[src/rtl/rv6_exec_pkg.sv]
/*
 * RV6 execution cluster shared definitions.
 * Data width, opcode map, op_ir field layout, AMO codes and RAM geometry.
 */

`default_nettype none

package rv6_exec_pkg;

    ////////////////////////////////////////////////////////////
    // Widths
    ////////////////////////////////////////////////////////////

    // Integer datapath width.
    localparam int xlen    = 64;
    // Compressed instruction field carried with every op.
    localparam int op_ir_w = 15;

    // op_ir layout: opcode in [6:0], funct3 in [9:7], funct5 in [14:10].
    localparam int ir_f3_lo   = 7;
    localparam int ir_f5_lo   = 10;
    // Subtract / arithmetic shift select.
    localparam int ir_alt_bit = 13;
    // SYSTEM source select, a or b.
    localparam int ir_sys_bit = 9;

    ////////////////////////////////////////////////////////////
    // Opcodes and AMO function codes
    ////////////////////////////////////////////////////////////

    localparam logic [6:0] op_itype   = 7'b0010011;
    localparam logic [6:0] op_itype_w = 7'b0011011;
    localparam logic [6:0] op_rtype   = 7'b0110011;
    localparam logic [6:0] op_rtype_w = 7'b0111011;
    localparam logic [6:0] op_lui     = 7'b0110111;
    localparam logic [6:0] op_amo     = 7'b0101111;
    localparam logic [6:0] op_system  = 7'b1110011;

    // AMO funct5 encodings.
    localparam logic [4:0] amo_swap = 5'b00001;
    localparam logic [4:0] amo_add  = 5'b00000;
    localparam logic [4:0] amo_xor  = 5'b00100;
    localparam logic [4:0] amo_and  = 5'b01100;
    localparam logic [4:0] amo_or   = 5'b01000;
    localparam logic [4:0] amo_min  = 5'b10000;
    localparam logic [4:0] amo_max  = 5'b10100;
    localparam logic [4:0] amo_minu = 5'b11000;
    localparam logic [4:0] amo_maxu = 5'b11100;

    // Data RAM depth in doublewords.
    localparam int ram_words = 256;
    localparam int addr_w    = $clog2(ram_words);

    typedef logic [xlen-1:0]    word_t;
    typedef logic [op_ir_w-1:0] op_ir_t;
    typedef logic [addr_w-1:0]  mem_addr_t;

endpackage

`default_nettype wire
[src/rtl/mem_if.sv]
/*
 * Single memory port bundle.
 * Agent side drives the request, the memory side answers with grant and data.
 */

`timescale 1ns/1ps
`default_nettype none

interface mem_if;
    import rv6_exec_pkg::*;

    // Request fields, held steady until gnt.
    logic      req;
    logic      we;
    mem_addr_t addr;
    word_t     wdata;
    // Grant this cycle, read data one cycle later.
    logic      gnt;
    word_t     rdata;

    modport master (
        output req, we, addr, wdata,
        input  gnt, rdata
    );

    modport slave (
        input  req, we, addr, wdata,
        output gnt, rdata
    );

endinterface

`default_nettype wire

[src/rtl/mem_arbiter.sv]
/*
 * Two-master round-robin memory arbiter.
 * m0 is the lsu, m1 the AMO unit, which can lock the port.
 */

`timescale 1ns/1ps
`default_nettype none

module mem_arbiter (
    input  logic  clk,
    input  logic  arst_n,
    input  logic  lock,
    mem_if.slave  m0,
    mem_if.slave  m1,
    mem_if.master ram
);

    logic sel0;
    logic sel1;
    // Last winner, also owner of the pending read data.
    logic last_m1;

    // Lock pins the port on m1, otherwise alternate on conflict.
    always_comb begin
        sel0 = 1'b0;
        sel1 = 1'b0;
        if (lock) begin
            sel1 = m1.req;
        end else if (m0.req && m1.req) begin
            sel0 = last_m1;
            sel1 = !last_m1;
        end else begin
            sel0 = m0.req;
            sel1 = m1.req;
        end
    end

    // Request mux.
    assign ram.req   = sel0 || sel1;
    assign ram.we    = sel1 ? m1.we    : m0.we;
    assign ram.addr  = sel1 ? m1.addr  : m0.addr;
    assign ram.wdata = sel1 ? m1.wdata : m0.wdata;

    assign m0.gnt = sel0 && ram.gnt;
    assign m1.gnt = sel1 && ram.gnt;

    // Reset value puts the lsu first.
    always_ff @(posedge clk or negedge arst_n) begin
        if (!arst_n) begin
            last_m1 <= 1'b1;
        end else if (ram.req && ram.gnt) begin
            last_m1 <= sel1;
        end
    end

    // Read data goes back to the previous winner only.
    assign m0.rdata = last_m1 ? '0 : ram.rdata;
    assign m1.rdata = last_m1 ? ram.rdata : '0;

    a_one_gnt: assert property (@(posedge clk) disable iff (!arst_n)
        !(m0.gnt && m1.gnt))
        else $error("mem_arbiter: both masters granted");

endmodule

`default_nettype wire

[src/flat_wrapper.sv]
// flat-port wrapper written by rule: the top's interface ports become plain ports
module mem_arbiter_flat 
  (clk, arst_n, lock, m0_req, m0_we, m0_addr, m0_wdata, m0_gnt, m0_rdata, m1_req, m1_we, m1_addr, m1_wdata, m1_gnt, m1_rdata, ram_req, ram_we, ram_addr, ram_wdata, ram_gnt, ram_rdata);
  mem_if m0_i ();
  mem_if m1_i ();
  mem_if ram_i ();
  input  logic clk;
  input  logic arst_n;
  input  logic lock;
  input wire logic [$bits(m0_i.req)-1:0] m0_req;
  input wire logic [$bits(m0_i.we)-1:0] m0_we;
  input wire logic [$bits(m0_i.addr)-1:0] m0_addr;
  input wire logic [$bits(m0_i.wdata)-1:0] m0_wdata;
  output wire logic [$bits(m0_i.gnt)-1:0] m0_gnt;
  output wire logic [$bits(m0_i.rdata)-1:0] m0_rdata;
  input wire logic [$bits(m1_i.req)-1:0] m1_req;
  input wire logic [$bits(m1_i.we)-1:0] m1_we;
  input wire logic [$bits(m1_i.addr)-1:0] m1_addr;
  input wire logic [$bits(m1_i.wdata)-1:0] m1_wdata;
  output wire logic [$bits(m1_i.gnt)-1:0] m1_gnt;
  output wire logic [$bits(m1_i.rdata)-1:0] m1_rdata;
  output wire logic [$bits(ram_i.req)-1:0] ram_req;
  output wire logic [$bits(ram_i.we)-1:0] ram_we;
  output wire logic [$bits(ram_i.addr)-1:0] ram_addr;
  output wire logic [$bits(ram_i.wdata)-1:0] ram_wdata;
  input wire logic [$bits(ram_i.gnt)-1:0] ram_gnt;
  input wire logic [$bits(ram_i.rdata)-1:0] ram_rdata;
  assign m0_i.req = m0_req;
  assign m0_i.we = m0_we;
  assign m0_i.addr = m0_addr;
  assign m0_i.wdata = m0_wdata;
  assign m0_gnt = m0_i.gnt;
  assign m0_rdata = m0_i.rdata;
  assign m1_i.req = m1_req;
  assign m1_i.we = m1_we;
  assign m1_i.addr = m1_addr;
  assign m1_i.wdata = m1_wdata;
  assign m1_gnt = m1_i.gnt;
  assign m1_rdata = m1_i.rdata;
  assign ram_req = ram_i.req;
  assign ram_we = ram_i.we;
  assign ram_addr = ram_i.addr;
  assign ram_wdata = ram_i.wdata;
  assign ram_i.gnt = ram_gnt;
  assign ram_i.rdata = ram_rdata;
  mem_arbiter u_core (.clk(clk), .arst_n(arst_n), .lock(lock), .m0(m0_i), .m1(m1_i), .ram(ram_i));
endmodule
[config.mk]
export PLATFORM = sky130hd
export DESIGN_NAME = mem_arbiter_flat
export DESIGN_NICKNAME = d
export VERILOG_FILES = /design/src/rtl/rv6_exec_pkg.sv /design/src/rtl/mem_if.sv /design/src/rtl/mem_arbiter.sv /design/src/flat_wrapper.sv
export SDC_FILE = /design/constraint.sdc
export NUM_CORES = 1
export LEC_CHECK = 0
export ABC_CLOCK_PERIOD_IN_PS = 1900
export BUFFER_PORTS_ARGS = -buffer_cell sky130_fd_sc_hd__buf_2
export CAP_MARGIN = 10
export CORE_AREA = 2 2 165 167
export CTS_BUF_LIST = sky130_fd_sc_hd__clkbuf_4
export DETAILED_ROUTE_END_ITERATION = 7
export DIE_AREA = 0 0 167 169
export RECOVER_POWER = 100
export SLEW_MARGIN = 25
export SYNTH_ARGS = -nofsm -noshare
export SYNTH_HDL_FRONTEND = slang
export SYNTH_SLANG_ARGS = --single-unit
[constraint.sdc]
create_clock -name clk -period 1.9 [get_ports clk]
set_input_delay 0.38 -clock clk [delete_from_list [all_inputs] [get_ports clk]]
set_output_delay 0.38 -clock clk [all_outputs]
set_load 0.01 [all_outputs]
==> results by group, run 1 <==
Outcome
  • Run status: completed

Critical path
  • Worst setup path start: u_core.last_m1
  • Crit-path cells: buf_4 -> buf_12 -> clkbuf_1 -> and2_1 -> buf_2
  • Slowest stage delay, CP: 0.61 ns
  • Worst Setup End Kind: output port
  • RR Startpoint: u_core.last_m1
  • CP required: 1.52 ns
  • WP data arrival: 1.47 ns
  • Crit Path Class: flip-flop to output port
  • Worst-path maximum fanout: 57
  • CP Launch Type: flip-flop
  • Worst path slowest cell: dfstp_4

Timing
  • Hold WS: 0.343 ns
  • Final Hold Fails: 0
  • Post-layout worst setup margin: 0.0484 ns
  • Setup Skew: 0 ns
  • Tmin final: 1.85 ns
  • Slew HR: 0.682
  • Worst-Margin Slew: 0.477 ns
  • Count of pins over their slew limit: 0
  • Final period util: 0.975
  • Achievable Freq: 540 MHz
  • Setup violations, final: 0

Detailed routing
  • DRC viols: 0
  • Vias: 5243
  • Final wirelength: 20.4 mm
  • Routed vias/inst: 4.22
  • ANT nets after route: 0
  • DR pass1 iterations: 5
  • Routed len/inst: 16.4 microns
  • DR iter-0 viols: 234

Floorplanning
  • Num rows: 60
  • Starting density of the core: 0.130
  • Die X: 167 microns
  • Core area: 26500 sq um
  • Die ar.: 28200 sq um
  • DIE HEIGHT: 169 microns
  • I/O pin total: 420

Finish
  • Largest registers: u_core.last_m1 (1)
  • Biggest register: u_core.last_m1
  • Share of layout cells above drive strength 1: 0.446
  • Max reg flops: 1
  • Area grow syn2layout: 72.0%
  • Net count reported at finish: 1111
  • Layout Utilization: 0.223

Logic synthesis
  • Cell Area, Synth: 3440 sq um
  • Register area share after synthesis: 0.00765
  • Cells after Synth: 492
  • Syn Area/Cell: 6.98 sq um
  • Syn nets: 708
  • Yosys cell types: 17
  • #FFs+latches synth: 1
  • Ys Warns: 0

Global route
  • GRT Max-Usage Layer: met2
  • Initial antenna violation count: 11
  • Largest net degree at the start of global routing: 59
  • GRT Total Usage: 0.128
  • Met2 Use GR: 0.234
  • Vias in the first global route: 4792
  • Met1 GRT Util: 0.156
  • First-pass GRT wire length: 28.4 mm
  • GR Util met3: 0.0199
  • Total gr overflow: 0

Pwr
  • Power, Total: 1.85 mW
  • VDD IR max: 0.126 mV
  • Leakage: 2.69 nW
  • PwrDens: 313 nW/um^2

Placement
  • Post-placement worst setup slack: -0.278 ns
  • Post-DP HPWL: 17.3 mm
  • GPL Wtd Cong: 0.839
  • Port bufs: 419

Clocking
  • Hold buffers post-CTS: 0
  • Clock Latency Late Sink: 0 ns
  • Worst-path clk slew: 0 ns
  • Setup Fix Bufs, Post-CTS: 0

Worst hold path
  • Min-delay worst type: input pin to asynchronous set/reset pin

Flow run
  • Max-Cap Viols: 0
==> synthesized netlist by cell type <==
cell type / instances / area [sq um]
a21boi_0: 1 / 7.51
a21o_1: 1 / 7.51
and2_1: 64 / 400
and3b_1: 2 / 17.5
buf_2: 38 / 190
buf_6: 7 / 78.8
clkbuf_1: 17 / 63.8
dfstp_2: 1 / 26.3
inv_1: 2 / 7.51
mux2i_1: 1 / 10.0
nand2_1: 74 / 278
nand2b_1: 73 / 457
nand4b_1: 73 / 639
nor2_1: 1 / 3.75
nor2b_1: 64 / 400
o211ai_1: 13 / 97.6
o211ai_2: 60 / 751
==> routing by layer <==
| metal | wire length (microns) | up-vias |
|---|---|---|
| met4 | 192 | 4 |
| met3 | 1280 | 14 |
| met2 | 10500 | 263 |
| met5 | 21 | - |
| li1 | - | 2532 |
| met1 | 8410 | 2430 |
==> power by group <==
group | internal (mW) | switching (mW) | leakage, nW | total, mW
clock | 0.000000501 | 0 | 0.0000444 | 0.000000501
sequential | 0.0284 | 0.00285 | 0.0108 | 0.0312
combinational | 0.806 | 1.01 | 2.68 | 1.82
==> logic make-up after synthesis <==
group | synth area share
mux | 0.00291
simple gates | 0.639
flops | 0.00765
buf+inv | 0.0991
compound gates | 0.251
==> metrics by stage <==
step | setup TNS, ns | area (sq um) | cells
finish | 0 | 5910 | 1241
CTS | 0 | 6050 | 1233
global route | -0.00212 | 5910 | 1240
global placement | -0.291 | 6050 | 1233
detailed placement | -0.278 | 6050 | 1233
floorplan | 0 | 3440 | 492
==> layout make-up <==
cell class,instances,area [sq um]
diodes,7,17.5
fillers,3062,20600
inverters,2,7.51
multi-input cells,427,3080
flip-flops and latches,1,30.0
well taps,341,427
repair buffers,463,2340
==> path summary, 6_finish.rpt <==
check,to,slack [ns],cells past startpoint
min in group clk,u_core.last_m1,0.65,3
min reg2reg,u_core.last_m1,1.12,5
max in group asynchronous,u_core.last_m1,1.54,1
max,m1_rdata[44],0.05,5
max reg2reg,u_core.last_m1,0.44,5
min,u_core.last_m1,0.34,1
==> repair_timing <==
| action | 4_1_cts | 5_1_grt |
|---|---|---|
| endpoints found under the setup margin | 1 | 2 |
| gates cloned | 0 | 1 |
| resized for setup | 2 | 1 |
| endpoints found under the hold margin | 0 | 0 |
==> cells in the final DEF (no fill, tap or decap) <==
master	netlist	final
dfstp_4	0	1
nor2_1	1	1
nand2b_1	73	73
nand2_1	74	74
and2_1	64	59
o211ai_1	13	13
and3b_1	2	1
inv_1	2	2
buf_12	0	5
clkbuf_1	17	128
buf_8	0	1
nand4b_1	73	73
clkbuf_2	0	40
buf_6	7	2
buf_4	0	35
nor2b_1	64	64
and2_0	0	5
a21o_1	1	1
a21boi_4	0	1
and3b_4	0	1
o211ai_2	60	60
buf_2	38	252
diode_2	0	7
mux2i_1	1	1
==> critical path: cells and delay by family, from the launching register on <==
| family | cells | cell delay [ns] |
|---|---|---|
| buf+inv | 4 | 0.66 |
| simple gates | 1 | 0.15 |
| flops | 1 | 0.61 |
(Power assumes the default switching activity.)
==> inputs of run 2 (changes only) <==
- ABC_AREA: default -> 1
- CORE_AREA: 2 2 165 167 -> 2 2 163 165
- DIE_AREA: 0 0 167 169 -> 0 0 165 167
==> results by group, run 2 <==
Outcome
  • Run status: completed (unchanged)

Global route
  • GRT Total Usage: 0.0816 (was 0.128)
  • First-pass GRT wire length: 18.5 mm (was 28.4 mm)
  • Initial antenna violation count: 2 (was 11)
  • Total gr overflow: 0 (unchanged)
  • Vias in the first global route: 3981 (was 4792)
  • Largest net degree at the start of global routing: 74 (was 59)

Pwr
  • Int Pwr: 0.599 mW (was 0.834 mW)
  • Share of power burned in registers: 0.022 (was 0.017)
  • Power, Total: 1.52 mW (was 1.85 mW)
  • VDD IR max: 0.156 mV (was 0.126 mV)
  • Net Sw Frac: 0.606 (was 0.548)
  • Comb pwr share: 0.978 (was 0.983)
  • Clock share of power: 0 (about the same)
  • Net switching power: 0.921 mW (was 1.01 mW)
  • Leakage: 2.99 nW (was 2.69 nW)
  • PwrDens: 345 nW/um^2 (was 313 nW/um^2)

Logic synthesis
  • Syn Area/Cell: 4.06 sq um (was 6.98 sq um)
  • Post-synth EDFFs: 0 (unchanged)
  • Post-synth top cells: 213 x nand2_1, 133 x inv_1, 76 x nand3_1, 65 x nor2_1, 31 x buf_2 (was 74 x nand2_1, 73 x nand2b_1, 73 x nand4b_1, 64 x and2_1, 64 x nor2b_1)
  • #FFs+latches synth: 1 (unchanged)
  • Syn nets: 744 (was 708)
  • Async S/R FF share, synth: 1.00 (unchanged)
  • Cells after Synth: 528 (was 492)
  • Area contributors post-synth: nand2_1 37%, inv_1 23%, nand3_1 18% (was o211ai_2 22%, nand4b_1 19%, nand2b_1 13%)
  • Post-synth top area cell: nand2_1 (was o211ai_2)
  • Top-count cell post-synth: nand2_1 (unchanged)
  • Register area share after synthesis: 0.0123 (was 0.00765)
  • Most used DFF post-synth: dfstp_2 (unchanged)
  • Yosys cell types: 10 (was 17)
  • Synth top area share: 0.373 (was 0.218)
  • Cell Area, Synth: 2140 sq um (was 3440 sq um)
  • Ys Warns: 0 (unchanged)

Placement
  • Dpl cell area: 4640 sq um (was 6050 sq um)
  • Post-placement worst setup slack: 0.0817 ns (was -0.278 ns)
  • GPL Wtd Cong: 0.805 (was 0.839)
  • Post-DP HPWL: 11.6 mm (was 17.3 mm)
  • Port bufs: 419 (unchanged)

Detailed routing
  • ANT nets after route: 0 (unchanged)
  • Final wirelength: 13.0 mm (was 20.4 mm)
  • Vias: 4408 (was 5243)
  • DRC viols: 0 (unchanged)
  • DR pass1 iterations: 4 (was 5)
  • Routed vias/inst: 3.52 (was 4.22)
  • DR iter-0 viols: 153 (was 234)
  • Routed len/inst: 10.4 microns (was 16.4 microns)

Timing
  • Hold WS: 0.325 ns (was 0.343 ns)
  • Setup violations, final: 0 (unchanged)
  • Post-layout worst setup margin: 0.0880 ns (was 0.0484 ns)
  • Worst-Margin Slew: 0.287 ns (was 0.477 ns)
  • Final Hold Fails: 0 (unchanged)
  • Unrepaired setup endpoints after global routing: no
  • Count of pins over their slew limit: 0 (unchanged)
  • Final setup TNS: 0 ns (unchanged)
  • Slew HR: 0.808 (was 0.682)
  • Achievable Freq: 552 MHz (was 540 MHz)
  • Tmin final: 1.81 ns (was 1.85 ns)
  • Setup Skew: 0 ns (unchanged)
  • Final period util: 0.954 (was 0.975)

Finish
  • Most frequent cells in the layout: 224 x buf_2, 213 x nand2_1, 189 x clkbuf_1 (was 252 x buf_2, 128 x clkbuf_1, 74 x nand2_1)
  • Share of layout cells above drive strength 1: 0.265 (was 0.446)
  • Area grow syn2layout: 106% (was 72.0%)
  • Largest registers: u_core.last_m1 (1) (unchanged)
  • Commonest non-fill, non-tap cell in the layout: buf_2 (unchanged)
  • Biggest register: u_core.last_m1 (unchanged)
  • Max reg flops: 1 (unchanged)
  • Net count reported at finish: 1136 (was 1111)
  • Final Cell Area: 4410 sq um (was 5910 sq um)
  • Fillers: 3158 (was 3062)

Clocking
  • # resized after CTS: 0 (was 2)
  • Clock Latency Late Sink: 0 ns (about the same)
  • Setup Fix Bufs, Post-CTS: 0 (unchanged)
  • Worst-path clk slew: 0 ns (about the same)
  • Hold buffers post-CTS: 0 (unchanged)

Floorplanning
  • Die X: 165 microns (was 167 microns)
  • Core area: 25800 sq um (was 26500 sq um)
  • Die ar.: 27600 sq um (was 28200 sq um)
  • DIE HEIGHT: 167 microns (was 169 microns)
  • I/O pin total: 420 (unchanged)
  • Num rows: 59 (was 60)
  • Starting density of the core: 0.0832 (was 0.130)

Critical path
  • Worst Setup End Kind: output port (unchanged)
  • CP Launch Type: flip-flop (unchanged)
  • WP data arrival: 1.43 ns (was 1.47 ns)
  • Worst-path maximum fanout: 39 (was 57)
  • CP required: 1.52 ns (about the same)
  • Crit Path Class: flip-flop to output port (unchanged)

Flow run
  • Max-Cap Viols: 0 (unchanged)

Worst hold path
  • Min-delay worst type: input pin to asynchronous set/reset pin (unchanged)
-- run 2: layout make-up --
class	count	area (sq um)	area share
inverter	133	499	0.113
timing repair buffer	428	2020	0.457
tap	335	419	0.0951
multi-input combinational	356	1440	0.327
sequential	1	30.0	0.00681
antenna	1	2.50	0.000568
-- run 2: metrics by stage --
step                 util  instances
floorplan               -        528
global placement    0.180       1253
detailed placement  0.180       1253
CTS                 0.180       1253
global route        0.171       1253
finish              0.171       1254
-- run 2: routing by layer --
layer | GRT usage | share of wire | vias to the layer above
li1 | - | - | 2274
met1 | 0.0753 | 0.34 | 1847
met2 | 0.179 | 0.54 | 277
met3 | 0.0209 | 0.12 | 8
met4 | 0.00302 | 0.0035 | 2
met5 | 0 | 0.00084 | -
-- run 2: power by group through the flow --
| stage | combinational, mW | clock, mW | sequential [mW] |
|---|---|---|---|
| floorplan | 0.801 | 0 | 0.0302 |
| global placement | 1.59 | 0 | 0.0332 |
| detailed placement | 1.60 | 0 | 0.0339 |
| CTS | 1.61 | 0 | 0.0339 |
| global route | 1.67 | 0 | 0.0342 |
| finish | 1.49 | 0.0000000704 | 0.0338 |
-- run 2: final timing paths --
| path | start | endpoint | slack (ns) | depth (start not counted) |
|---|---|---|---|---|
| worst max register to register | u_core.last_m1 | u_core.last_m1 | 0.60 | 4 |
| worst min register to register | u_core.last_m1 | u_core.last_m1 | 0.82 | 3 |
| min in group clk | ram_gnt | u_core.last_m1 | 0.69 | 3 |
| max in group asynchronous | arst_n | u_core.last_m1 | 1.56 | 1 |
| worst max-delay path | u_core.last_m1 | ram_wdata[46] | 0.09 | 6 |
| worst min-delay path | arst_n | u_core.last_m1 | 0.33 | 1 |
-- run 2: cell families (layout without fill, tap and decap cells) --
group,Yosys count,count (layout),share of synthesized area
simple gates,356,356,0.670
other cells,0,1,0
buf+inv,171,561,0.318
flops,1,1,0.0123
-- run 2: critical path, cell delays in order (launching register included) --
cell,delay [ns]
dfstp_4,0.61
nand3_2,0.13
nand2_2,0.14
buf_12,0.20
nand2_1,0.13
nand2_1,0.07
buf_2,0.12
==> inputs of run 3 (changes only) <==
- MAX_ROUTING_LAYER: default -> met4
==> results by group, run 3 (same netlist as run 2, synthesis figures left out) <==
Outcome
  • Run status: completed (unchanged)

Detailed routing
  • DR pass1 iterations: 4 (unchanged)
  • Uppermost routed layer: met4 (was met5)
  • Final wirelength: 13.0 mm (about the same)
  • Vias: 4414 (was 4408)
  • Met3 routed WL: 1.51 mm (was 1.56 mm)
  • ANT nets after route: 0 (unchanged)
  • DR iter-0 viols: 144 (was 153)
  • DRC viols: 0 (unchanged)
  • Met2 wire length: 6.96 mm (was 6.97 mm)
  • M1 wire length: 4.48 mm (was 4.43 mm)
  • Routed vias/inst: 3.52 (about the same)
  • Routed len/inst: 10.4 microns (about the same)

Placement
  • Dpl cell area: 4640 sq um (unchanged)
  • Port bufs: 419 (unchanged)
  • Post-DP HPWL: 11.6 mm (unchanged)
  • GPL Wtd Cong: 0.817 (was 0.805)
  • Post-placement worst setup slack: 0.0817 ns (unchanged)

Timing
  • Final setup TNS: 0 ns (unchanged)
  • Count of pins over their slew limit: 0 (unchanged)
  • Post-layout worst setup margin: 0.0926 ns (was 0.0880 ns)
  • Slew HR: 0.806 (was 0.808)
  • Final period util: 0.951 (was 0.954)
  • Achievable Freq: 553 MHz (was 552 MHz)
  • Setup Skew: 0 ns (unchanged)
  • Final Hold Fails: 0 (unchanged)
  • Worst-Margin Slew: 0.291 ns (was 0.287 ns)
  • Tmin final: 1.81 ns (about the same)
  • Unrepaired setup endpoints after global routing: no (unchanged)
  • Setup violations, final: 0 (unchanged)

Finish
  • Final Cell Area: 4410 sq um (unchanged)
  • Area grow syn2layout: 106% (unchanged)
  • Net count reported at finish: 1136 (unchanged)
  • Max reg flops: 1 (unchanged)
  • Commonest non-fill, non-tap cell in the layout: buf_2 (unchanged)
  • Largest registers: u_core.last_m1 (1) (unchanged)
  • Biggest register: u_core.last_m1 (unchanged)
  • Share of layout cells above drive strength 1: 0.265 (unchanged)
  • Most frequent cells in the layout: 224 x buf_2, 213 x nand2_1, 189 x clkbuf_1 (unchanged)

Clocking
  • Worst-path clk slew: 0 ns (about the same)
  • Hold buffers post-CTS: 0 (unchanged)
  • # resized after CTS: 0 (unchanged)
  • Clock Latency Late Sink: 0 ns (about the same)
  • Setup Fix Bufs, Post-CTS: 0 (unchanged)

Critical path
  • Top cell family by delay on the critical path: flip-flops (unchanged)
  • Worst Path Buf+Inv: 2 (unchanged)
  • Slowest stage delay, CP: 0.61 ns (about the same)
  • Crit Path Class: flip-flop to output port (unchanged)
  • Worst-path maximum fanout: 39 (unchanged)
  • Crit-path cells: nand3_2 -> nand2_2 -> buf_12 -> nand2_1 -> nand2_1 -> buf_2 (unchanged)
  • R2R Setup Slk: 0.59 ns (was 0.60 ns)
  • Cell mode on critical path: nand2_1 (unchanged)
  • WP depth: 6 (unchanged)
  • CP Launch Type: flip-flop (unchanged)
  • CP required: 1.52 ns (about the same)
  • WP data arrival: 1.43 ns (about the same)
  • R2r worst-path depth: 4 (unchanged)
  • Worst Setup End Kind: output port (unchanged)
  • Worst path slowest cell: dfstp_4 (unchanged)

Global route
  • Total gr overflow: 0 (unchanged)
  • Initial antenna violation count: 2 (unchanged)
  • Vias in the first global route: 3984 (was 3981)
  • GRT Total Usage: 0.0840 (was 0.0816)
  • First-pass GRT wire length: 18.5 mm (about the same)
  • Largest net degree at the start of global routing: 74 (unchanged)

Floorplanning
  • Core area: 25800 sq um (unchanged)
  • Num rows: 59 (unchanged)
  • Die X: 165 microns (unchanged)
  • Die ar.: 27600 sq um (unchanged)
  • I/O pin total: 420 (unchanged)
  • DIE HEIGHT: 167 microns (unchanged)
  • Starting density of the core: 0.0832 (unchanged)

Pwr
  • Leakage: 2.99 nW (unchanged)
  • PwrDens: 345 nW/um^2 (about the same)
  • VDD IR max: 0.156 mV (about the same)

Worst hold path
  • Min-delay worst type: input pin to asynchronous set/reset pin (unchanged)

Flow run
  • Max-Cap Viols: 0 (unchanged)
run 3: cell counts in the layout (fill, tap and decap cells not counted):
No cell type changed its count.
run 3: area by class of cell:
cell class,count,area (sq um)
antenna,1,2.50
fill,3158,21400
inverter,133,499
multi-input combinational,356,1440
sequential,1,30.0
tap,335,419
timing repair buffer,428,2020
run 3: per-layer routing:
metal / global-route usage / up-vias
met4: 0.00302 / 0
met1: 0.0765 / 1860
met5: - / -
met3: 0.0189 / 6
li1: - / 2275
met2: 0.179 / 273
run 3: path summary, 6_finish.rpt:
check | startpoint | to
max | u_core.last_m1 | ram_wdata[46]
min in group clk | ram_gnt | u_core.last_m1
min reg2reg | u_core.last_m1 | u_core.last_m1
max in group asynchronous | arst_n | u_core.last_m1
min | arst_n | u_core.last_m1
max reg2reg | u_core.last_m1 | u_core.last_m1
run 3: through the flow:
stage / util / instances / total power [mW] / hold slack [ns]
global route: 0.171 / 1254 / 1.71 / 0.331
detailed placement: 0.180 / 1253 / 1.63 / 0.331
floorplan: - / 528 / 0.831 / 0.232
CTS: 0.180 / 1253 / 1.64 / 0.332
finish: 0.171 / 1254 / 1.52 / 0.325
global placement: 0.180 / 1253 / 1.63 / 0.321
run 3: report_power, final:
group / internal [mW] / switching, mW
sequential: 0.0295 / 0.00427
combinational: 0.569 / 0.917
clock: 0.0000000704 / 0
run 3: worst register-to-register path: cells and delay by family (launching register included):
kind                   cells  cell delay (ns)
and+or+nand+nor            2             0.18
buffers and inverters      2             0.45
DFF                        1             0.61
